File: src/hdl/bgpu_cfg_pkg.sv
/*
 * BGPU board configuration
 * Sizing and timing constants for the board subsystem: reset chain
 * depth, calibration wait, scratch memory geometry and host word fields
 */
package bgpu_cfg_pkg;

    // ####################################################################
    // Reset and init timing
    // ####################################################################

    // Depth of the reset release chain
    localparam int unsigned NUM_RST_REGS = 4;
    // Calibration wait after system reset release
    localparam int unsigned INIT_CYCLES  = 64;
    // Counter width for the calibration wait
    localparam int unsigned INIT_CNT_W   = $clog2(INIT_CYCLES);

    // ####################################################################
    // Memory and host word sizing
    // ####################################################################

    // Scratch memory address width, 256 words
    localparam int unsigned MEM_ADDR_W = 8;
    localparam int unsigned MEM_DEPTH  = 2 ** MEM_ADDR_W;
    // Data word width
    localparam int unsigned DATA_W     = 32;
    // Host opcode width
    localparam int unsigned OPC_W      = 4;

endpackage : bgpu_cfg_pkg

File: src/hdl/bgpu_mem_init.sv
/*
 * BGPU memory init sequencer
 * Stands in for DDR calibration: waits a fixed number of cycles
 * after system reset release, then holds init done high
 */
module bgpu_mem_init (
    input  logic clk_i,
    input  logic sys_rst_n_i,

    // Calibration complete
    output logic init_done_o
);
    import bgpu_cfg_pkg::*;

    logic [INIT_CNT_W-1:0] cnt_q;
    logic                  done_q;

    // ####################################################################
    // Calibration wait
    // ####################################################################

    always_ff @(posedge clk_i) begin
        if (!sys_rst_n_i) begin
            cnt_q  <= '0;
            done_q <= 1'b0;
        end else if (!done_q) begin
            // Last count sets done, counter then parks
            if (cnt_q == INIT_CNT_W'(INIT_CYCLES - 1)) begin
                done_q <= 1'b1;
            end else begin
                cnt_q <= cnt_q + 1'b1;
            end
        end
    end

    // Sticky until next system reset
    assign init_done_o = done_q;

endmodule : bgpu_mem_init

File: config.mk
export PLATFORM = sky130hd
export DESIGN_NAME = bgpu_mem_init
export DESIGN_NICKNAME = d
export VERILOG_FILES = /design/src/hdl/bgpu_cfg_pkg.sv /design/src/hdl/bgpu_mem_init.sv
export SDC_FILE = /design/constraint.sdc
export NUM_CORES = 1
export LEC_CHECK = 0
export CAP_MARGIN = 20
export CORE_UTILIZATION = 25
export CTS_BUF_LIST = sky130_fd_sc_hd__clkbuf_16
export CTS_CLUSTER_SIZE = 12
export DETAILED_ROUTE_END_ITERATION = 16
export DONT_BUFFER_PORTS = 1
export PLACE_DENSITY = 0.42
export SLEW_MARGIN = 0
export SYNTH_ARGS = -nofsm -noshare
export SYNTH_HDL_FRONTEND = slang
export SYNTH_SLANG_ARGS = --single-unit
File: constraint.sdc
create_clock -name clk_i -period 1.7 [get_ports clk_i]
set_input_delay 0.17 -clock clk_i [delete_from_list [all_inputs] [get_ports clk_i]]
set_output_delay 0.17 -clock clk_i [all_outputs]
set_load 0.02 [all_outputs]
# ---- Word level (Yosys, flattened, before mapping)
# Cells that the tools add are included.
dict set report word_totals {
  reg_bits 7
  input_bits 2
  out_inout_bits 1
  wordCells 9
}
dict set report classes {
  addsub 1
  n_eq_ne 1
  muxes 2
  n_bitwise 2
  n_reduce_logical 1
}
# cell n
set op_table {}
lappend op_table {{adder 6 x 1 -> 6 bit (second input constant)} 1}
lappend op_table {{equality test 6 bit (second input constant)} 1}
lappend op_table {{two-way mux 1 bit} 2}
lappend op_table {{inverter 1 bit} 2}
lappend op_table {{AND reduction 2 bit} 1}

# ---- Depth between registers and ports, before layout
dict set report logic_depth {
  depth_word 3
  depth_mapped 4
  ltp_nobuf 4
}

# ---- Least setup slack after synthesis
# No wires, ideal clock.
dict set report synth_timing {
  path_kind {flip-flop to flip-flop}
  startpoint {register cnt_q[0]}
  endpoint {register cnt_q[4]}
  setup_ns 0.116
  arrival_time_ns 1.079
  t_required_ns 1.584
  slack_ns 0.506
  path_stages_with_launch 5
  path_buffers 0
  synth_period_minus_slack_ns 1.194
  cell_sequence {dfxtp_1 -> ha_1 -> nor2b_1 -> a31o_2 -> and3_1}
}
dict set report synth_between {
  elab_chain_cells 3
  word_cells_on_any_way 4
  cone_classes {add/sub: 1; eq/ne: 1; bitwise: 1; reduce/logical: 1}
}
# element line
set synth_lines {}
lappend synth_lines {{from (decl)} bgpu_mem_init.sv:15} ;# logic [INIT_CNT_W-1:0] cnt_q;
lappend synth_lines {{from (signal assigned)} bgpu_mem_init.sv:31} ;# cnt_q <= cnt_q + 1'b1;
lappend synth_lines {{branches (longest 3 deep; another with adder 6 x 1 -> 6 bit)} --}
# Several ways; the timed one is not identified.
# A chain may end at the register's enable or synchronous reset.

# ---- Final worst setup path
# Ends and elaborated chain as after synthesis.

==> run summary <==
The run finished with clean final reports. TritonCTS built the clock tree. Routability-driven placement finished with a final weighted congestion of 0.6907. The async set-or-reset flop fraction in the synthesized netlist works out to 0. The synthesized design contains 0 enable-type register cells.

The share of the synthesized area in the top cell type came out at 0.3958. The setup TNS is 0 ns, and the area added between synthesis and finish is 26.50%. In this run the register-to-register setup slack is 0.43 ns.

The net switching component of the power was 166.2 uW; the quantity of gates resized following cts was 0. The part of the Yosys area used for sequential elements is 0.3958, and the area of combinational cells with multiple inputs is 201.4 um^2. Setup repair after global routing left no endpoint under its margin. The maximum clock skew at final layout is 0.001372 ns, and the global-route wire length before repair is 1193 um. The proportion of power drawn by combinational gates was 0.126; the number of levels in the clock H-tree was 1. By area the synthesized netlist is led by dfxtp_1 (40%), o21ai_0 (5.7%), and3_1 (5.3%). The logs give 0.314 for the part of the power in registers and 1.39 ns for the arrival time of the worst setup path. For hold timing, the worst endpoint is init_done_o. The number of library cell types mapped by synthesis was 21; the required arrival time at the worst endpoint was 1.82 ns. The number of vias per cell is 5.356, and the layout net count is 48. Setup violations remaining at the end of the flow were counted as 0. The clock latency reported for the late side of the worst-skew pair was 0.23 ns.

Launch point of the worst reg-to-reg path: cnt_q[0]. After clock tree synthesis, the setup repair step added 0 buffers. For the highest clock frequency the design can meet, the log shows 0.7875 GHz. The Yosys step of the flow raised 0 warnings.

Post-route clock period utilization: 0.7470. The number of placed I/O pins was 3. In this run the static leakage power is 0.0001824 uW. The depth of the worst register-to-register path is 4, and the maximum vdd drop is 0.6818 mV.

For the DRC marker count from the first detailed-route iteration, the log shows 13. Fraction of layout cells with a size suffix above 1: 0.1364. After layout, the minimum clock period comes to 1.270 ns. The clock passes through at most 2 buffers. The total area inside the core boundary comes to 0.001301 mm^2.

The tools report the kind of end point of the critical path as a flip-flop. For the number of antenna violations at the first check in global routing, the log shows 0. In this run the worst path has a maximum fanout of 5. Critical path class: flip-flop to flip-flop. Port buffer count: 0.

The hold-critical path depth works out to 1. Commonest register cell after synthesis: dfxtp_1. On the final layout, the worst hold slack is 0.07452 ns. The path class of the tightest hold or removal check is input pin to flip-flop. In this run the critical register-to-register path is captured at cnt_q[4]. The tools report the startpoint of the most critical hold path as sys_rst_n_i.

Entering global routing, the biggest net connects 15 pins. Synthesis produced 41 cells. Max-slew violation count: 0. For this run, design rule violations remaining after detail routing come to 0.

The most common cell in the netlist was dfxtp_1. The fill cell total of the finished layout is 143, and the total number of clock tree sinks is 7. The CTS buffer count was 3; the max capacitance violation total was 0. Fraction of power spent switching nets: 0.2337. The number of diodes was 0.

The relative max-transition margin was 0.7524; the register bit count reported by yosys was 7. The initial core utilization came out at 0.2721. Dividing the detail-routed wire length by the instance count gives 12.58 um. Clock-pin slew was measured on the worst setup and hold paths at 0.04 ns. The fraction of power consumed by the clock network came out at 0.560. The logs give 3 for the first-pass iteration count of the detailed router and 44 for the synthesized netlist net count. The horizontal extent of the die works out to 39.64 um. Summing over every cut layer, the via total after detailed routing is 316. Summed over all layers, the routed wires come to 742 um.

For the global router's overall resource usage, the log shows 0.1315. The run gives 0 as the count of hold-fix buffers inserted at cts. For this design the ratio of total power to cell area is 1588 mW/mm^2. The post-synthesis cell type with the largest combined area was dfxtp_1.

The tools report the via count of the first global-routing pass as 283. Overall die height: 39.64 um. The worst setup path is launched from a flip-flop.

The transition time of the tightest slew-check pin was 0.3709 ns; the area occupied by registers was 140.1 um^2. The die covers 0.001571 mm^2. Averaged over all synthesized cells, the footprint is 8.636 um^2. The detail route stage leaves a number of antenna-violating nets equal to 0. The synthesized netlist occupies a cell area of 354.1 um^2. The final hold violation count was 0.

The tree is rooted in a clkbuf_16. The cell row count is 13, and the cell-internal power is 545.0 uW. Ranked by instance count, the synthesized netlist is headed by dfxtp_1 (7), nand2_1 (4), o21ai_0 (4). For the sum of overflow across all layers after global routing, the log shows 0.
[stage by stage]
stage / std cells / total power, uW / util / cell area, um^2 / setup WS [ns]
CTS: 59 / 721.7 / 0.3442 / 447.9 / 0.4307
detailed placement: 55 / 316.6 / 0.2827 / 367.9 / 0.4365
floorplan: 41 / 295.4 / - / 354.1 / 0.5055
global placement: 55 / 308.8 / 0.2827 / 367.9 / 0.4744
finish: 59 / 711.2 / 0.3442 / 447.9 / 0.4301
global route: 59 / 747.2 / 0.3442 / 447.9 / 0.3301
[flip-flops by register name, indices dropped and copies added, names as in the netlist]
name / cells
cnt_q: 6
init_done_o: 1
[power by group through the flow]
stage	Sequential, uW	Combinational, uW	Clock (uW)
global placement	224	85.1	0
detailed placement	226	90.7	0
CTS	223	90.5	408
global route	230	98.5	419
floorplan	217	78.4	0
finish	224	89.3	398
[layer usage]
layer | vias up | GRT usage | wire length [um]
li1 | 162 | - | -
met5 | - | 0 | 0
met3 | 4 | 0.05682 | 25
met4 | 0 | 0.1552 | 38
met2 | 5 | 0.1844 | 355
met1 | 145 | 0.1318 | 323
[logic make-up (layout without fill, tap and decap cells)]
group	after synthesis	in the layout	synth area share
AOI/OAI and AO/OA	12	12	0.2262
muxes	1	1	0.02827
buffers and inverters	3	6	0.03533
and+or+nand+nor	17	17	0.2791
DFF	7	7	0.3957
adders and majority gates	1	1	0.03533
[worst max path at each step]
stage                   from       end  slack (ns)  cells after the start
floorplan           cnt_q[0]  cnt_q[4]        0.51                      4
global placement    cnt_q[0]  cnt_q[4]        0.47                      4
detailed placement  cnt_q[0]  cnt_q[4]        0.44                      4
CTS                 cnt_q[0]  cnt_q[4]        0.43                      4
global route        cnt_q[0]  cnt_q[4]        0.33                      4
finish              cnt_q[0]  cnt_q[4]        0.43                      4
[placed cells by master (no fill, tap or decap)]
master     instances
clkbuf_16          3
mux2i_1            1
a41oi_1            1
ha_1               1
o21ai_0            4
o21a_1             1
o311ai_1           2
nand3_2            1
and3_1             3
a31oi_1            2
nand2_1            4
and4b_1            1
dfxtp_1            7
clkinv_2           1
nor2b_1            2
a31o_2             1
and2_1             1
nand4_1            2
a21oi_1            1
nand3_1            2
inv_1              2
nor2_1             1
[worst max-delay path, cell delays in order, from the launching register on]
cell	delay, ns
dfxtp_1	0.33
ha_1	0.22
nor2b_1	0.16
a31o_2	0.26
and3_1	0.18
[area by class of cell]
class,count,share of cell area
Multi-Input combinational cell,31,0.4497
Sequential cell,7,0.3128
Clock buffer,3,0.1676
Tap cell,15,0.04190
Inverter,2,0.01676
Clock inverter,1,0.01117
(Power assumes the default switching activity.)
