<file path="config.mk">
export PLATFORM = sky130hd
export DESIGN_NAME = bgpu_status_out
export DESIGN_NICKNAME = d
export VERILOG_FILES = /design/src/hdl/bgpu_cfg_pkg.sv /design/src/hdl/bgpu_bus_pkg.sv /design/src/hdl/bgpu_status_out.sv
export SDC_FILE = /design/constraint.sdc
export NUM_CORES = 1
export LEC_CHECK = 0
export ABC_AREA = 1
export BUFFER_PORTS_ARGS = -buffer_cell sky130_fd_sc_hd__buf_2
export CORE_ASPECT_RATIO = 1.75
export CORE_UTILIZATION = 48
export DETAILED_ROUTE_END_ITERATION = 7
export PLACE_DENSITY = 0.85
export SKIP_CTS_REPAIR_TIMING = 1
export SLEW_MARGIN = 20
export SYNTH_ARGS = -nofsm -noshare
export SYNTH_HDL_FRONTEND = slang
export SYNTH_SLANG_ARGS = --single-unit
export TNS_END_PERCENT = 10
</file>
<file path="constraint.sdc">
create_clock -name clk_i -period 0.95 [get_ports clk_i]
set_input_delay 0.19 -clock clk_i [delete_from_list [all_inputs] [get_ports clk_i]]
set_output_delay 0.19 -clock clk_i [all_outputs]
set_load 0.05 [all_outputs]
</file>
<file path="src/hdl/bgpu_cfg_pkg.sv">
/*
 * BGPU board configuration
 * Sizing and timing constants for the board subsystem: reset chain
 * depth, calibration wait, scratch memory geometry and host word fields
 */
package bgpu_cfg_pkg;

    // ####################################################################
    // Reset and init timing
    // ####################################################################

    // Depth of the reset release chain
    localparam int unsigned NUM_RST_REGS = 4;
    // Calibration wait after system reset release
    localparam int unsigned INIT_CYCLES  = 64;
    // Counter width for the calibration wait
    localparam int unsigned INIT_CNT_W   = $clog2(INIT_CYCLES);

    // ####################################################################
    // Memory and host word sizing
    // ####################################################################

    // Scratch memory address width, 256 words
    localparam int unsigned MEM_ADDR_W = 8;
    localparam int unsigned MEM_DEPTH  = 2 ** MEM_ADDR_W;
    // Data word width
    localparam int unsigned DATA_W     = 32;
    // Host opcode width
    localparam int unsigned OPC_W      = 4;

endpackage : bgpu_cfg_pkg

</file>
<file path="src/hdl/bgpu_bus_pkg.sv">
/*
 * BGPU board bus types
 * Host command encoding, the host word union, the scratch memory
 * request and response structs and the board status flags
 */
package bgpu_bus_pkg;

    // ####################################################################
    // Host port
    // ####################################################################

    // Host opcodes, everything else is ignored
    typedef enum logic [bgpu_cfg_pkg::OPC_W-1:0] {
        NOP   = 4'h0,
        READ  = 4'h1,
        WRITE = 4'h2
    } host_opcode_e;

    // Command view of a host word
    typedef struct packed {
        host_opcode_e                                                   opcode;
        logic [bgpu_cfg_pkg::DATA_W-bgpu_cfg_pkg::OPC_W-bgpu_cfg_pkg::MEM_ADDR_W-1:0] rsvd;
        logic [bgpu_cfg_pkg::MEM_ADDR_W-1:0]                           addr;
    } host_cmd_t;

    // Same host word, either a command or write data
    typedef union packed {
        host_cmd_t                       cmd;
        logic [bgpu_cfg_pkg::DATA_W-1:0] raw;
    } host_word_u;

    // ####################################################################
    // Scratch memory port
    // ####################################################################

    typedef struct packed {
        logic                                valid;
        logic                                write;
        logic [bgpu_cfg_pkg::MEM_ADDR_W-1:0] addr;
        logic [bgpu_cfg_pkg::DATA_W-1:0]     wdata;
    } mem_req_t;

    typedef struct packed {
        logic                            valid;
        logic [bgpu_cfg_pkg::DATA_W-1:0] rdata;
    } mem_rsp_t;

    // Board status, active high here, LEDs invert it
    typedef struct packed {
        logic pll_locked;
        logic running;
        logic init_done;
    } board_status_t;

endpackage : bgpu_bus_pkg

</file>
<file path="src/hdl/bgpu_status_out.sv">
/*
 * BGPU status outputs
 * Active-low status LEDs, read response with held data, reject pulse
 */
module bgpu_status_out (
    input  logic                                clk_i,
    input  logic                                sys_rst_n_i,

    // Board status and results
    input  bgpu_bus_pkg::board_status_t         status_i,
    input  bgpu_bus_pkg::mem_rsp_t              mem_rsp_i,
    input  logic                                rejected_i,

    // Status LEDs, active low
    output logic                                status_pll_locked_no,
    output logic                                status_running_no,
    output logic                                status_init_done_no,

    // Host response
    output logic                                rsp_valid_o,
    output logic [bgpu_cfg_pkg::DATA_W-1:0]     rsp_data_o,
    output logic                                rejected_o
);
    import bgpu_cfg_pkg::*;

    // Data of the last response
    logic [DATA_W-1:0] data_q;

    // LEDs light on a low level
    assign status_pll_locked_no = !status_i.pll_locked;
    assign status_running_no    = !status_i.running;
    assign status_init_done_no  = !status_i.init_done;

    // ####################################################################
    // Response hold
    // ####################################################################

    always_ff @(posedge clk_i) begin
        if (!sys_rst_n_i) begin
            data_q <= '0;
        end else if (mem_rsp_i.valid) begin
            data_q <= mem_rsp_i.rdata;
        end
    end

    // Fresh data in the valid cycle, held value otherwise
    assign rsp_data_o  = mem_rsp_i.valid ? mem_rsp_i.rdata : data_q;
    assign rsp_valid_o = mem_rsp_i.valid;
    assign rejected_o  = rejected_i;

endmodule : bgpu_status_out

</file>
# --- Yosys cells after proc, flatten, opt, wreduce, memory -nomap -nowiden ---
# Cells that the tools add are included.
word_totals:
  inputBits: 39
  register_bits: 32
op_classes:
  n_mux: 1
  reduce_logical: 3
ops:
  columns: ["op", "n"]
  rows:
  - ["$mux 32", 1]
  - ["$logic_not 1->1", 3]

# --- Logic depth before layout (Yosys ltp) ---
depth:
  word_depth: 1
  ltp_mapped: 6
  depth_no_buf: 4

# --- Worst setup path after synthesis ---
# Ideal clock, no wire load.
synth_timing:
  path_type: "in2out"
  startpoint: "input mem_rsp_i[32] (netlist name)"
  endpoint: "output rsp_data_o[0] (netlist name)"
  path_stages: 5
  setup_slack_ns: -0.141
  n_path_buf: 2
  arrival_time_ns: 0.901
  required_time_ns: 0.760
  path_cell_list: "buf_6 buf_2 nand2_1 nand2_2 inv_1"
synth_between:
  elab_chain_len: 1
synth_lines:
  columns: ["item", "line_no", "source"]
  rows:
  - ["start: declaration", "bgpu_status_out.sv:11", "input bgpu_bus_pkg::mem_rsp_t mem_rsp_i,"]
  - ["$mux 32", null, null]
  - ["end: declaration", "bgpu_status_out.sv:21", "output logic [bgpu_cfg_pkg::DATA_W-1:0] rsp_data_o,"]
# No other way between the ends.

# --- Worst setup path after layout ---
layout_timing:
  startpoint: "register data_q[18]"
  endpoint: "output rsp_data_o[18] (netlist name)"
layout_between:
  elab_chain_len: 1
layout_lines:
  columns: ["item", "line_no", "source"]
  rows:
  - ["start: declaration", "bgpu_status_out.sv:27", "logic [DATA_W-1:0] data_q;"]
  - ["start signal: assignment", "bgpu_status_out.sv:42", "data_q <= mem_rsp_i.rdata;"]
  - ["$mux 32", null, null]
# No other way between the ends.

==> results.md <==
| Result | Reported |
| --- | --- |
| Type of destination of the critical path | output pin |
| Warnings, synthesis | 0 |
| Endpoints failing hold | 0 |
| Total negative slack for setup checks | -7.87 ns |
| Most used cells in the layout excluding fill and tap cells | inv_1, nand2_2, buf_2 |
| Setup WS pre-CTS | -0.282 ns |
| Final critical-path required period | 1.26 ns |
| Data required time of the worst path | 0.76 ns |
| Worst VDD drop | 1.44 mV |
| Reg-to-Reg Start | data_q[18] |
| Maximum number of pins on one net before global-route repair | 22 |
| Clock tree from TritonCTS | done |
| Critical path's slowest cell | dfxtp_2 |
| Cell taking the most area after synthesis | dfxtp_1 |
| Initial detailed-routing violation count | 32 |
| Summed instance area of the synthesized netlist | 1820 µm² |
| Area share of the leading cell type in the synthesized netlist | 35.2% |
| Top register by number of flip-flops | data_q |
| Max-capacitance violation count | 0 |
| Overall die width | 48.6 µm |
| Period utilization | 133% |
| Combined global-route utilization of all metal layers | 20.4% |
| Power density relative to cell area | 1380 nW/µm² |
| Slew Viols, Final | 0 |
| Worst Setup EP | rsp_data_o[18] |
| Commonest non-fill, non-tap cell in the layout | inv_1 |
| Vias in the first global route | 1,676 |
| Flip-flop and latch count after synthesis | 32 |
| DRC Markers | 0 |
| Cell internal power dissipation | 2.65 mW |
| Number of sinks on the clock net | 32 |
| Clock Tree Buf Depth | 2 |
| Fraction of final layout cells sized beyond drive strength 1 | 66.7% |
| Worst Setup Start Kind | flop |
| Port Buffers | 73 |
| Wire length of the first global-routing pass | 6390 µm |
| Reg-to-reg endpoint | data_q[18] |
| Clock latency on the worst-skew pair | 0.28 ns |
| Wire length reported by the detailed router | 4810 µm |
| Starting density of the core | 50.2% |
| Outcome | complete, but fails checks |
| Number of flip-flops under the largest register name | 32 |
| Measured slew at the worst slew-check pin | 0.255 ns |
| I/O pins | 76 |
| Worst slew margin relative to its limit | 83.1% |
| Logic gate share of total power | 42.2% |
| Drt pass-1 iters | 4 |
| Synthesized Nets | 312 |
| Violated checks | negative setup slack |
| Clock transition time at the flip-flop clock pins of the worst setup and hold paths | 0.07 ns |
| Number of cell instances on the worst register-to-register path | 6 |
| Cell Chain, Critical Path | inv_2, nand2_2, nand2_2, clkinvlp_4, buf_8 |
| Registers with the most flip-flops | data_q: 32 flops |
| WS Path Type | flop to output pin |
| Weighted congestion reported at the end of routability-driven placement | 0.796 |
| Gr ovfl total | 0 |
| Routed vias | 1,821 |
| Largest fanout on the critical path | 2 |
| Final layout net count | 423 |
| Clock root cell | clkbuf_8 |
| Final WS setup | -0.309 ns |
| Number of antenna violations at the first check in global routing | 0 |
| P_leak | 1.60 nW |
| Hold Path Class | primary input to flop |
| Area growth, synth to finish | 68.6% |
| Number of library cell types mapped by synthesis | 10 |
| Synthesized instance count | 273 |
| Critical Path Most Common Cell | nand2_2 |
| Antenna cell count | 0 |
| Average cell area after synthesis | 6.67 µm² |
| CP peak stage delay | 0.32 ns |
| Clock share of power | 23.2% |
| Routed wire per std cell | 11.2 µm |
| Top cells by area in the synthesized netlist | dfxtp_1, inv_1, nand2_2, nor2_2, nand2_1 |
| Switching Share | 37.2% |
| Data arrival time at the worst-slack endpoint | 1.07 ns |
| Area of the placeable core | 3630 µm² |
| Unrepaired setup endpoints after global routing | true |
| Deepest level of the CTS H-tree | 2 |
| Net switching power | 1.57 mW |
| Number of fillers in the final layout | 212 |
| Register-to-register setup slack | 0.09 ns |
| Setup clock skew after layout | 0 ns |
| Die Y | 83.5 µm |
| Number of vias per cell | 4.23 |
| DP Wirelength | 2840 µm |
| Site row count | 29 |
| Power share of the sequential group | 34.7% |
| Sequential share of the synthesized area | 35.2% |
| Fmax achieved | 794 MHz |
| Total Die Area | 4050 µm² |
| CP startpoint | data_q[18] |
| Final number of setup-violating endpoints | 33 |
| Number of antenna-violating nets in the routed design | 0 |
| Inserted Clock Buffers | 5 |
| Overall power after layout | 4.23 mW |
layer usage:
metal  vias up  track usage [%]  share of wire [%]
li1        934                -                  -
met1       825             19.3                 36
met2        49             39.6                 57
met3        13             5.10                3.4
met4         0             9.36                3.0
met5         -                0                  0
through the flow:
| stage | std cells | area, µm² | utilization, % | hold slack [ns] |
|---|---|---|---|---|
| CTS | 425 | 2690 | 74.2 | 0.224 |
| finish | 430 | 3070 | 84.6 | 0.221 |
| detailed placement | 418 | 2620 | 72.1 | 0.380 |
| global route | 430 | 3070 | 84.6 | 0.270 |
| global placement | 418 | 2620 | 72.1 | 0.380 |
| floorplan | 273 | 1950 | - | 0.374 |
cells in the mapped netlist:
| master | number |
|---|---|
| nand2_2 | 60 |
| nor2_2 | 30 |
| buf_4 | 3 |
| buf_6 | 4 |
| dfxtp_1 | 32 |
| buf_2 | 5 |
| inv_4 | 1 |
| nand2_1 | 36 |
| nor2_1 | 2 |
| inv_1 | 100 |
area by class of cell:
class,instances,area (µm²),area share [%]
clock buffer,6,72.6,2.36
clock inverter,1,5.00,0.163
inverter,101,499,16.3
multi-input combinational,128,791,25.8
sequential,32,647,21.1
tap,46,57.6,1.88
timing repair buffer,116,997,32.5
critical path: cells and delay by family (launching register included):
kind,cells,cell delay [ns]
flops,1,0.32
buf+inv,3,0.31
simple gates,2,0.15
cells by family (layout without fill, tap and decap cells):
family | after synthesis | count (layout) | share of synthesized area, %
and+or+nand+nor | 128 | 128 | 38.8
DFF | 32 | 32 | 35.2
buffers and inverters | 113 | 224 | 26.0
worst min path at each step:
stage | start | to | slack, ns | cells after the start
3_3_place_gp | rejected_i | rejected_o | 0.38 | 0
6_report | mem_rsp_i[29] | data_q[29] | 0.22 | 5
2_1_floorplan | sys_rst_n_i | data_q[31] | 0.37 | 2
3_5_place_dp | rejected_i | rejected_o | 0.38 | 0
4_1_cts | mem_rsp_i[29] | data_q[29] | 0.22 | 5
5_1_grt | mem_rsp_i[29] | data_q[29] | 0.27 | 5
power groups by stage:
stage | clock network [mW] | registers [mW] | logic [mW]
finish | 0.980 | 1.47 | 1.78
CTS | 0.983 | 1.46 | 1.47
detailed placement | 0 | 1.49 | 1.46
global route | 1.05 | 1.47 | 1.88
global placement | 0 | 1.49 | 1.44
floorplan | 0 | 1.48 | 1.05
Power figures use the tool's default switching activity.
