### config.mk
export PLATFORM = sky130hd
export DESIGN_NAME = bgpu_host_decoder
export DESIGN_NICKNAME = d
export VERILOG_FILES = /design/src/hdl/bgpu_cfg_pkg.sv /design/src/hdl/bgpu_bus_pkg.sv /design/src/hdl/bgpu_host_decoder.sv
export SDC_FILE = /design/constraint.sdc
export NUM_CORES = 1
export LEC_CHECK = 0
export ABC_AREA = 1
export BUFFER_PORTS_ARGS = -buffer_cell sky130_fd_sc_hd__buf_2
export CAP_MARGIN = 20
export CORE_AREA = 5 5 72 74
export CTS_CLUSTER_SIZE = 20
export DETAILED_ROUTE_END_ITERATION = 8
export DIE_AREA = 0 0 77 79
export PLACE_DENSITY = 0.68
export SLEW_MARGIN = 20
export SYNTH_ARGS = -nofsm -noshare
export SYNTH_HDL_FRONTEND = slang
export SYNTH_SLANG_ARGS = --single-unit
export TNS_END_PERCENT = 20
### constraint.sdc
create_clock -name clk_i -period 1.32 [get_ports clk_i]
set_input_delay 0.066 -clock clk_i [delete_from_list [all_inputs] [get_ports clk_i]]
set_output_delay 0.066 -clock clk_i [all_outputs]
set_load 0.1 [all_outputs]
### src/hdl/bgpu_cfg_pkg.sv
/*
 * BGPU board configuration
 * Sizing and timing constants for the board subsystem: reset chain
 * depth, calibration wait, scratch memory geometry and host word fields
 */
package bgpu_cfg_pkg;

    // ####################################################################
    // Reset and init timing
    // ####################################################################

    // Depth of the reset release chain
    localparam int unsigned NUM_RST_REGS = 4;
    // Calibration wait after system reset release
    localparam int unsigned INIT_CYCLES  = 64;
    // Counter width for the calibration wait
    localparam int unsigned INIT_CNT_W   = $clog2(INIT_CYCLES);

    // ####################################################################
    // Memory and host word sizing
    // ####################################################################

    // Scratch memory address width, 256 words
    localparam int unsigned MEM_ADDR_W = 8;
    localparam int unsigned MEM_DEPTH  = 2 ** MEM_ADDR_W;
    // Data word width
    localparam int unsigned DATA_W     = 32;
    // Host opcode width
    localparam int unsigned OPC_W      = 4;

endpackage : bgpu_cfg_pkg

### src/hdl/bgpu_bus_pkg.sv
/*
 * BGPU board bus types
 * Host command encoding, the host word union, the scratch memory
 * request and response structs and the board status flags
 */
package bgpu_bus_pkg;

    // ####################################################################
    // Host port
    // ####################################################################

    // Host opcodes, everything else is ignored
    typedef enum logic [bgpu_cfg_pkg::OPC_W-1:0] {
        NOP   = 4'h0,
        READ  = 4'h1,
        WRITE = 4'h2
    } host_opcode_e;

    // Command view of a host word
    typedef struct packed {
        host_opcode_e                                                   opcode;
        logic [bgpu_cfg_pkg::DATA_W-bgpu_cfg_pkg::OPC_W-bgpu_cfg_pkg::MEM_ADDR_W-1:0] rsvd;
        logic [bgpu_cfg_pkg::MEM_ADDR_W-1:0]                           addr;
    } host_cmd_t;

    // Same host word, either a command or write data
    typedef union packed {
        host_cmd_t                       cmd;
        logic [bgpu_cfg_pkg::DATA_W-1:0] raw;
    } host_word_u;

    // ####################################################################
    // Scratch memory port
    // ####################################################################

    typedef struct packed {
        logic                                valid;
        logic                                write;
        logic [bgpu_cfg_pkg::MEM_ADDR_W-1:0] addr;
        logic [bgpu_cfg_pkg::DATA_W-1:0]     wdata;
    } mem_req_t;

    typedef struct packed {
        logic                            valid;
        logic [bgpu_cfg_pkg::DATA_W-1:0] rdata;
    } mem_rsp_t;

    // Board status, active high here, LEDs invert it
    typedef struct packed {
        logic pll_locked;
        logic running;
        logic init_done;
    } board_status_t;

endpackage : bgpu_bus_pkg

### src/hdl/bgpu_host_decoder.sv
/*
 * BGPU host word decoder
 * Turns strobed host words into scratch memory requests. A WRITE
 * command arms the decoder for one data word. Commands before init
 * done are rejected
 */
module bgpu_host_decoder (
    input  logic                    clk_i,
    input  logic                    sys_rst_n_i,

    // Calibration finished
    input  logic                    init_done_i,

    // Host command port
    input  logic                    host_valid_i,
    input  bgpu_bus_pkg::host_word_u host_word_i,

    // Memory request and reject pulse
    output bgpu_bus_pkg::mem_req_t  mem_req_o,
    output logic                    rejected_o
);
    import bgpu_cfg_pkg::*;
    import bgpu_bus_pkg::*;

    // Waiting for write data
    logic armed_q;
    // Address latched from the WRITE command
    logic [MEM_ADDR_W-1:0] waddr_q;

    logic req_valid_q;
    logic reject_q;

    // Request payload
    logic                  req_write_q;
    logic [MEM_ADDR_W-1:0] req_addr_q;
    logic [DATA_W-1:0]     req_wdata_q;

    // Command word that carries a known opcode
    logic cmd_known;

    assign cmd_known = !armed_q &&
        ((host_word_i.cmd.opcode == READ) || (host_word_i.cmd.opcode == WRITE));

    // ####################################################################
    // Control state
    // ####################################################################

    always_ff @(posedge clk_i) begin
        if (!sys_rst_n_i) begin
            armed_q     <= 1'b0;
            req_valid_q <= 1'b0;
            reject_q    <= 1'b0;
        end else begin
            // Pulses by default
            req_valid_q <= 1'b0;
            reject_q    <= 1'b0;
            if (host_valid_i && armed_q) begin
                // Data word, never rejected
                armed_q     <= 1'b0;
                req_valid_q <= 1'b1;
            end else if (host_valid_i && cmd_known) begin
                if (!init_done_i) begin
                    reject_q <= 1'b1;
                end else if (host_word_i.cmd.opcode == READ) begin
                    req_valid_q <= 1'b1;
                end else begin
                    armed_q <= 1'b1;
                end
            end
        end
    end

    // ####################################################################
    // Payload
    // ####################################################################

    always_ff @(posedge clk_i) begin
        if (host_valid_i && armed_q) begin
            req_write_q <= 1'b1;
            req_addr_q  <= waddr_q;
            req_wdata_q <= host_word_i.raw;
        end else if (host_valid_i && !armed_q) begin
            req_write_q <= 1'b0;
            req_addr_q  <= host_word_i.cmd.addr;
            // Write address held until data arrives
            waddr_q     <= host_word_i.cmd.addr;
        end
    end

    assign mem_req_o = '{valid: req_valid_q, write: req_write_q,
                         addr: req_addr_q, wdata: req_wdata_q};
    assign rejected_o = reject_q;

endmodule : bgpu_host_decoder

After elaboration in Yosys (flattened, before gate mapping)
Cells that the tools add are included.
{"block": "totals", "register_bits": 52, "wordCells": 31, "inputBits": 36}
{"block": "op_classes", "bitwise_logic": 4, "n_eq_ne": 2, "mux": 7, "reduce_logical": 11}
{"operator": "8-bit two-way mux", "count": 2}
{"operator": "1-bit two-way mux", "count": 5}
{"operator": "4-bit by 1-bit equality test with 1-bit output, second input constant", "count": 1}
{"operator": "4-bit by 2-bit equality test with 1-bit output, second input constant", "count": 1}
{"operator": "1-bit logical AND", "count": 4}
{"operator": "1-bit NOT", "count": 4}
{"operator": "3-bit AND reduction", "count": 1}
{"operator": "3-bit OR reduction", "count": 1}
{"operator": "2-bit AND reduction", "count": 1}
{"operator": "2-bit nonzero test", "count": 1}
{"operator": "2-bit OR reduction", "count": 1}
{"operator": "1-bit zero test", "count": 1}
{"operator": "1-bit logical OR", "count": 1}

Longest topological paths before layout
Gate-level depths: netlist of run 1.
{"block": "logic_depth", "word_depth": 6, "ltp_mapped": 7, "depth_no_buf": 7}

Worst setup path before layout of run 1
OpenSTA, ideal clock, no wires.
{"block": "synth_path", "path_kind": "register to register", "from": "reg armed_q", "to": "reg req_wdata_q[0], enable pin", "path_stages_with_launch": 3, "setup_ns": 0.376, "t_required_ns": 0.944, "path_slack_ns": 0.034, "arrival_time_ns": 0.910, "path_buffers": 0, "cell_sequence": "dfxtp_1 > nand2_2 > inv_2"}
{"block": "synth_between", "elab_chain_len": 1}
{"element": "from (decl)", "line_no": "bgpu_host_decoder.sv:26", "text": "logic armed_q;"}
{"element": "from (signal assigned)", "line_no": "bgpu_host_decoder.sv:50", "text": "armed_q <= 1'b0;"}
{"element": "from (signal assigned)", "line_no": "bgpu_host_decoder.sv:59", "text": "armed_q <= 1'b0;"}
{"element": "from (signal assigned)", "line_no": "bgpu_host_decoder.sv:67", "text": "armed_q <= 1'b1;"}
{"element": "1-bit logical AND", "line_no": "bgpu_host_decoder.sv:78", "text": "if (host_valid_i && armed_q) begin"}
{"element": "to (signal assigned)", "line_no": "bgpu_host_decoder.sv:81", "text": "req_wdata_q <= host_word_i.raw;"}
{"element": "to (decl)", "line_no": "bgpu_host_decoder.sv:36", "text": "logic [DATA_W-1:0] req_wdata_q;"}
Every way passes these cells.
A chain may end at the register's enable or synchronous reset.

Worst setup path in the final report of run 1
{"block": "layout_path", "from": "reg req_wdata_q[13]", "to": "out mem_req_o[13] (netlist bit)"}
{"element": "to (decl)", "line_no": "bgpu_host_decoder.sv:19", "text": "output bgpu_bus_pkg::mem_req_t mem_req_o,"}
No word-level cell between the ends.

==> results of run 1 <==
==> cell families (layout without fill, tap and decap cells) <==
group	after synthesis	after routing
AND/OR/NAND/NOR	47	47
buffers and inverters	11	130
flip-flops	52	52
==> layout by cell type, fill, tap and decap left out, drive strengths merged <==
cell,synthesis,layout
nand2,34,34
nand3,1,1
inv,8,8
nor3,1,1
clkbuf,1,5
buf,2,82
dlygate4sd3,0,34
edfxtp,48,48
nor2,11,11
bufinv,0,1
dfxtp,4,4
==> sequential cells by signal (all words and copies together), names as in the netlist <==
name and count:
armed_q 1, rejected_o 1, req_addr_q 8, req_valid_q 1, req_wdata_q 32, req_write_q 1
waddr_q 8
==> per-layer routing <==
layer	up-vias	global-route usage, %	wire, um
met5	-	0	0
met4	0	4.64	67
li1	607	-	-
met1	555	15.5	1570
met2	60	19.8	1740
met3	7	5.90	347
==> cell type report <==
type | instances | area share, %
well taps | 54 | 2.53
repair buffers | 116 | 28.9
clock buffers | 5 | 2.57
inverters | 8 | 1.12
flip-flops and latches | 52 | 56.9
multi-input cells | 47 | 6.79
clock inverters | 1 | 1.12
==> repair_timing <==
item                      CTS  global route
resized for setup           0             0
hold endpoints to repair   42             0
hold buffers               34             0
buffers inserted            0             0
==> worst paths after layout <==
path / to / slack (ps)
worst max-delay path: mem_req_o[13] / 180
worst min-delay path: req_addr_q[4]$_DFFE_PP_ / 210
worst max register to register: req_wdata_q[28]$_DFFE_PP_ / 290
worst min register to register: req_write_q$_SDFFE_PP1P_ / 510
==> stage by stage <==
stage	total power [mW]	setup WS, ps	hold WS, ps
6_report	3.22	178	206
5_1_grt	3.35	139	227
3_5_place_dp	2.20	290	245
3_3_place_gp	2.19	302	242
4_1_cts	3.26	168	200
2_1_floorplan	2.10	34.4	145
==> power groups by stage <==
stage	combinational, mW	sequential (mW)	clock (mW)
after global routing	0.411	1.85	1.09
after global placement	0.306	1.89	0
after floorplan	0.0632	2.04	0
after CTS	0.389	1.85	1.02
final	0.388	1.85	0.981
after detailed placement	0.311	1.89	0
==> flow_summary.ini, run 1 <==
[outcome]
status = finished, final reports clean

[place]
portBuffers = 78
dpl.hpwl_mm = 2.42
place_inst = 243
placed_area_mm2 = 0.00223
gp_congestion = 0.715

[global_routing]
antenna_found_initial = 0
gr-total-overflow = 0
grt_max_degree = 26
grt_pass1_vias = 1157
grt_pass1_wl_mm = 5.85
grt_usage_pct = 12.7

[critical_path]
path_delay_family = buffers and inverters
critPathRequiredTime_ps = 1250
slowest_stage = buf_2
cp_cell_sequence = buf_2
startpoint = req_wdata_q[13]$_DFFE_PP_
cp.arrival_ps = 1080
critPathCaptureType = output pin
worstSetupPathDepth = 1
r2r_cells = 3
cp-start-kind = register
crit_type = reg -> out
cp_max_fo = 1
cp_slowest_stage_delay_ps = 440
reg2reg_from = armed_q$_SDFFE_PP0P_
worst-path-buf-inv = 1

[sta]
fmax_mhz = 875
setup_viol = 0
finalSetupTns_ps = 0
drv_slew = 0
hold_violations = 0
rsz0062_at_grt = false
finClkSkew_ps = 3.41
timing.final.crit_share_pct = 86.5
worstMarginPinSlew_ps = 504
period_needed_ps = 1140
slew_headroom_pct = 66.6

[yosys]
syn_area_per_cell_um2 = 15.9
netlist_area_mm2 = 0.00175
async_flop_share_pct = 0
yosysWarnings = 0
synth_compound_area_share_pct = 0
yosysTopAreaCell = edfxtp_1
synthAdderAreaFrac_pct = 0
synth-xor-area-share_pct = 0
synthCells = 110
yosysTopAreaCellShare_pct = 82.3
synth_edf_count = 48
yosys.area_share.simple_pct = 10.4
yosysMostFrequentCell = edfxtp_1
synthTopCellsByCount = edfxtp_1 (48), nand2_1 (33), nor2_1 (11)
synthDistinctLibCells = 11
ys_ff_latch = 52
ys_seq_area_share_pct = 86.9
synth_top_family_by_area = simple AND/OR/NAND/NOR gates
synth_nets = 146
synthFlopType = edfxtp_1
synthMuxAreaShare_pct = 0
ys_top_cells_by_area = edfxtp_1 (82%), nand2_1 (7.1%), dfxtp_1 (4.6%)

[final_layout]
nFillCells = 326
seqCellArea_mm2 = 0.00152
utilization_pct = 58.9
nNetsFinal = 266
multi_input_area_um2 = 181
diodes = 0
drive_gt1_share_pct = 39.3
design_area_mm2 = 0.00267
syn_to_final_growth_pct = 52.6
stdcell_count = 283

[die]
rows = 25
io-pin-count = 79
start_util_pct = 38.6
die_height_um = 79
die_area_mm2 = 0.00608
core_mm2 = 0.00454
die-width_um = 77

[clock_network]
tritoncts = built
cts_buffers = 5
clkTransAtPathRegs_ps = 80
cts.path.max_buffers = 2
h-tree-depth = 2
root_buffer = clkbuf_8
clock_sinks = 52
clock_latency_ps = 290

[hold_path]
worstHoldStart = host_valid_i
hold_depth = 2
hp-class = in -> reg

[routing]
wl_per_cell_um = 13.2
first_pass_iters = 4
via_per_inst = 4.34
num_vias = 1229
wirelength_mm = 3.72
drtIter0Drc = 99
drc = 0
detail-route-antenna-nets = 0

[power_and_ir_drop]
power.share.clock_pct = 30.5
seqPwrFrac_pct = 57.5
p_leak_nw = 1.15
intPower_mw = 2.52
p_per_area_mw_per_mm2 = 1200
swShare_pct = 21.8
ir_drop_mv = 0.570
netSwitchingPower_mw = 0.701
p_comb_share_pct = 12.1

[job]
cap_violations = 0
Power figures use the tool's default switching activity.
==> run 2: changes to the inputs <==
--- a/config.mk
+++ b/config.mk
@@ -8,10 +8,10 @@
 export ABC_AREA = 1
 export BUFFER_PORTS_ARGS = -buffer_cell sky130_fd_sc_hd__buf_2
 export CAP_MARGIN = 20
-export CORE_AREA = 5 5 72 74
+export CORE_AREA = 5 5 85 63
 export CTS_CLUSTER_SIZE = 20
 export DETAILED_ROUTE_END_ITERATION = 8
-export DIE_AREA = 0 0 77 79
+export DIE_AREA = 0 0 90 68
 export PLACE_DENSITY = 0.68
 export SLEW_MARGIN = 20
 export SYNTH_ARGS = -nofsm -noshare
==> run 2 against run 1 <==
  * Die area grew 0.61%
  * Largest power group unchanged
  * Count of clock-buffer cells in the layout grew 2
  * Global-route usage grew 0.48 points
  * Core utilization is essentially flat
  * Highest routed layer is now met3
  * Design area grew 0.19%
  * Largest cell class unchanged
  * Setup slack gained 9.7 ps
  * Critical endpoint is now mem_req_o[19]
  * Clock power shrank 14%
  * Sequential share of layout area shrank 0.11 points
==> flow_summary.ini, run 2 (synthesis gave the netlist of run 1 again) <==
[clock_network]
tritoncts = built
cts_buffers = 5
cts_resized = 0
clkTransAtPathRegs_ps = 80
clock_latency_ps = 300
cts.path.max_buffers = 2
root_buffer = clkbuf_8
cts_hold_buf = 34
h-tree-depth = 2
postCtsSetupRepairBufs = 0
clock_sinks = 52

[routing]
drc = 0
wl_per_cell_um = 13.2
num_vias = 1232
top_layer_used = met3
drtIter0Drc = 54
wl_met3_um = 354
detail-route-antenna-nets = 0
via_per_inst = 4.26
first_pass_iters = 6
dr_wl_met2_mm = 1.92
wirelength_mm = 3.81
drt-met1-wl_mm = 1.53

[power_and_ir_drop]
p_per_area_mw_per_mm2 = 1150
p_leak_nw = 1.15
ir_drop_mv = 0.775

[place]
gp_congestion = 0.755
pre_cts_slack_ps = 236
dpl.hpwl_mm = 2.58
place_inst = 247
portBuffers = 78

[global_routing]
grt_max_degree = 17
grt_pass1_vias = 1315
grt_pass1_wl_mm = 6.21
gr-total-overflow = 0
antenna_found_initial = 0
grt_usage_pct = 13.2

[critical_path]
critPathCaptureType = output pin
cp_slowest_stage_delay_ps = 430
cp_max_fo = 1
crit_type = reg -> out
critPathRequiredTime_ps = 1250
path_delay_family = buffers and inverters
worst-path-buf-inv = 1
slowest_stage = buf_2
cp_cell_sequence = buf_2
cp-start-kind = register
cp.arrival_ps = 1070

[sta]
worstMarginPinSlew_ps = 504
period_needed_ps = 1130
finClkSkew_ps = 2.32
finalSetupTns_ps = 0
fmax_mhz = 883
rsz0062_at_grt = false
slew_headroom_pct = 66.6
drv_slew = 0
timing.final.crit_share_pct = 85.8
hold_violations = 0
setup_viol = 0
worst_slack_ps = 187

[final_layout]
final_common_cell = buf_2
largest_reg_flops = 32
diodes = 0
layout_common_cells = buf_2 (78), edfxtp_1 (48), dlygate4sd3_1 (34)
regMostFlops = req_wdata_q
largestRegisters = req_wdata_q: 32 flops, req_addr_q: 8 flops, waddr_q: 8 flops
drive_gt1_share_pct = 38.8
stdcell_count = 289
nNetsFinal = 267
syn_to_final_growth_pct = 52.9

[die]
die_area_mm2 = 0.00612
rows = 21
core_mm2 = 0.00455
io-pin-count = 79
die-width_um = 90
die_height_um = 68
start_util_pct = 38.5

[job]
cap_violations = 0

[hold_path]
hp-class = in -> reg

[outcome]
status = finished, final reports clean
run 2: cell types whose count changed in the layout (fill, tap and decap cells not counted), sizes merged:
cell | previous run | this run
clkbuf | 5 | 7
buf | 82 | 83
bufinv | 1 | 0
clkinv | 0 | 1
run 2: cell type report:
| cell class | count | area (um2) |
|---|---|---|
| Clock buffer | 7 | 76.3 |
| Clock inverter | 1 | 3.75 |
| Fill cell | 370 | 1870 |
| Inverter | 8 | 30.0 |
| Multi-Input combinational cell | 47 | 181 |
| Sequential cell | 52 | 1520 |
| Tap cell | 57 | 71.3 |
| Timing Repair Buffer | 117 | 793 |
run 2: metal layers:
metal | global-route usage, % | vias up
li1 | - | 611
met1 | 14.9 | 569
met2 | 23.6 | 52
met3 | 6.04 | 0
met4 | 2.23 | 0
met5 | 0 | -
run 2: path summary, 6_finish.rpt:
kind / start / to / slack [ps] / cells after the start
setup / recovery: req_wdata_q[19]$_DFFE_PP_ / mem_req_o[19] / 190 / 1
hold reg to reg: req_write_q$_SDFFE_PP1P_ / req_write_q$_SDFFE_PP1P_ / 500 / 2
hold / removal: host_valid_i / rejected_o$_SDFF_PP0_ / 200 / 5
setup reg to reg: armed_q$_SDFFE_PP0P_ / req_wdata_q[23]$_DFFE_PP_ / 240 / 3
run 2: where the power goes:
group / switching [mW] / leakage, nW / internal [mW]
clock network: 0.477 / 0.0399 / 0.370
logic: 0.253 / 0.635 / 0.135
registers: 0.0102 / 0.477 / 1.84
run 2: through the flow:
| step | area [um2] | total power [mW] | hold WS [ps] | util [%] |
|---|---|---|---|---|
| floorplan | 1750 | 2.10 | 145 | - |
| global placement | 2260 | 2.20 | 242 | 49.7 |
| detailed placement | 2260 | 2.20 | 244 | 49.7 |
| CTS | 2680 | 3.10 | 186 | 58.9 |
| global route | 2680 | 3.22 | 200 | 58.9 |
| finish | 2680 | 3.09 | 199 | 58.9 |
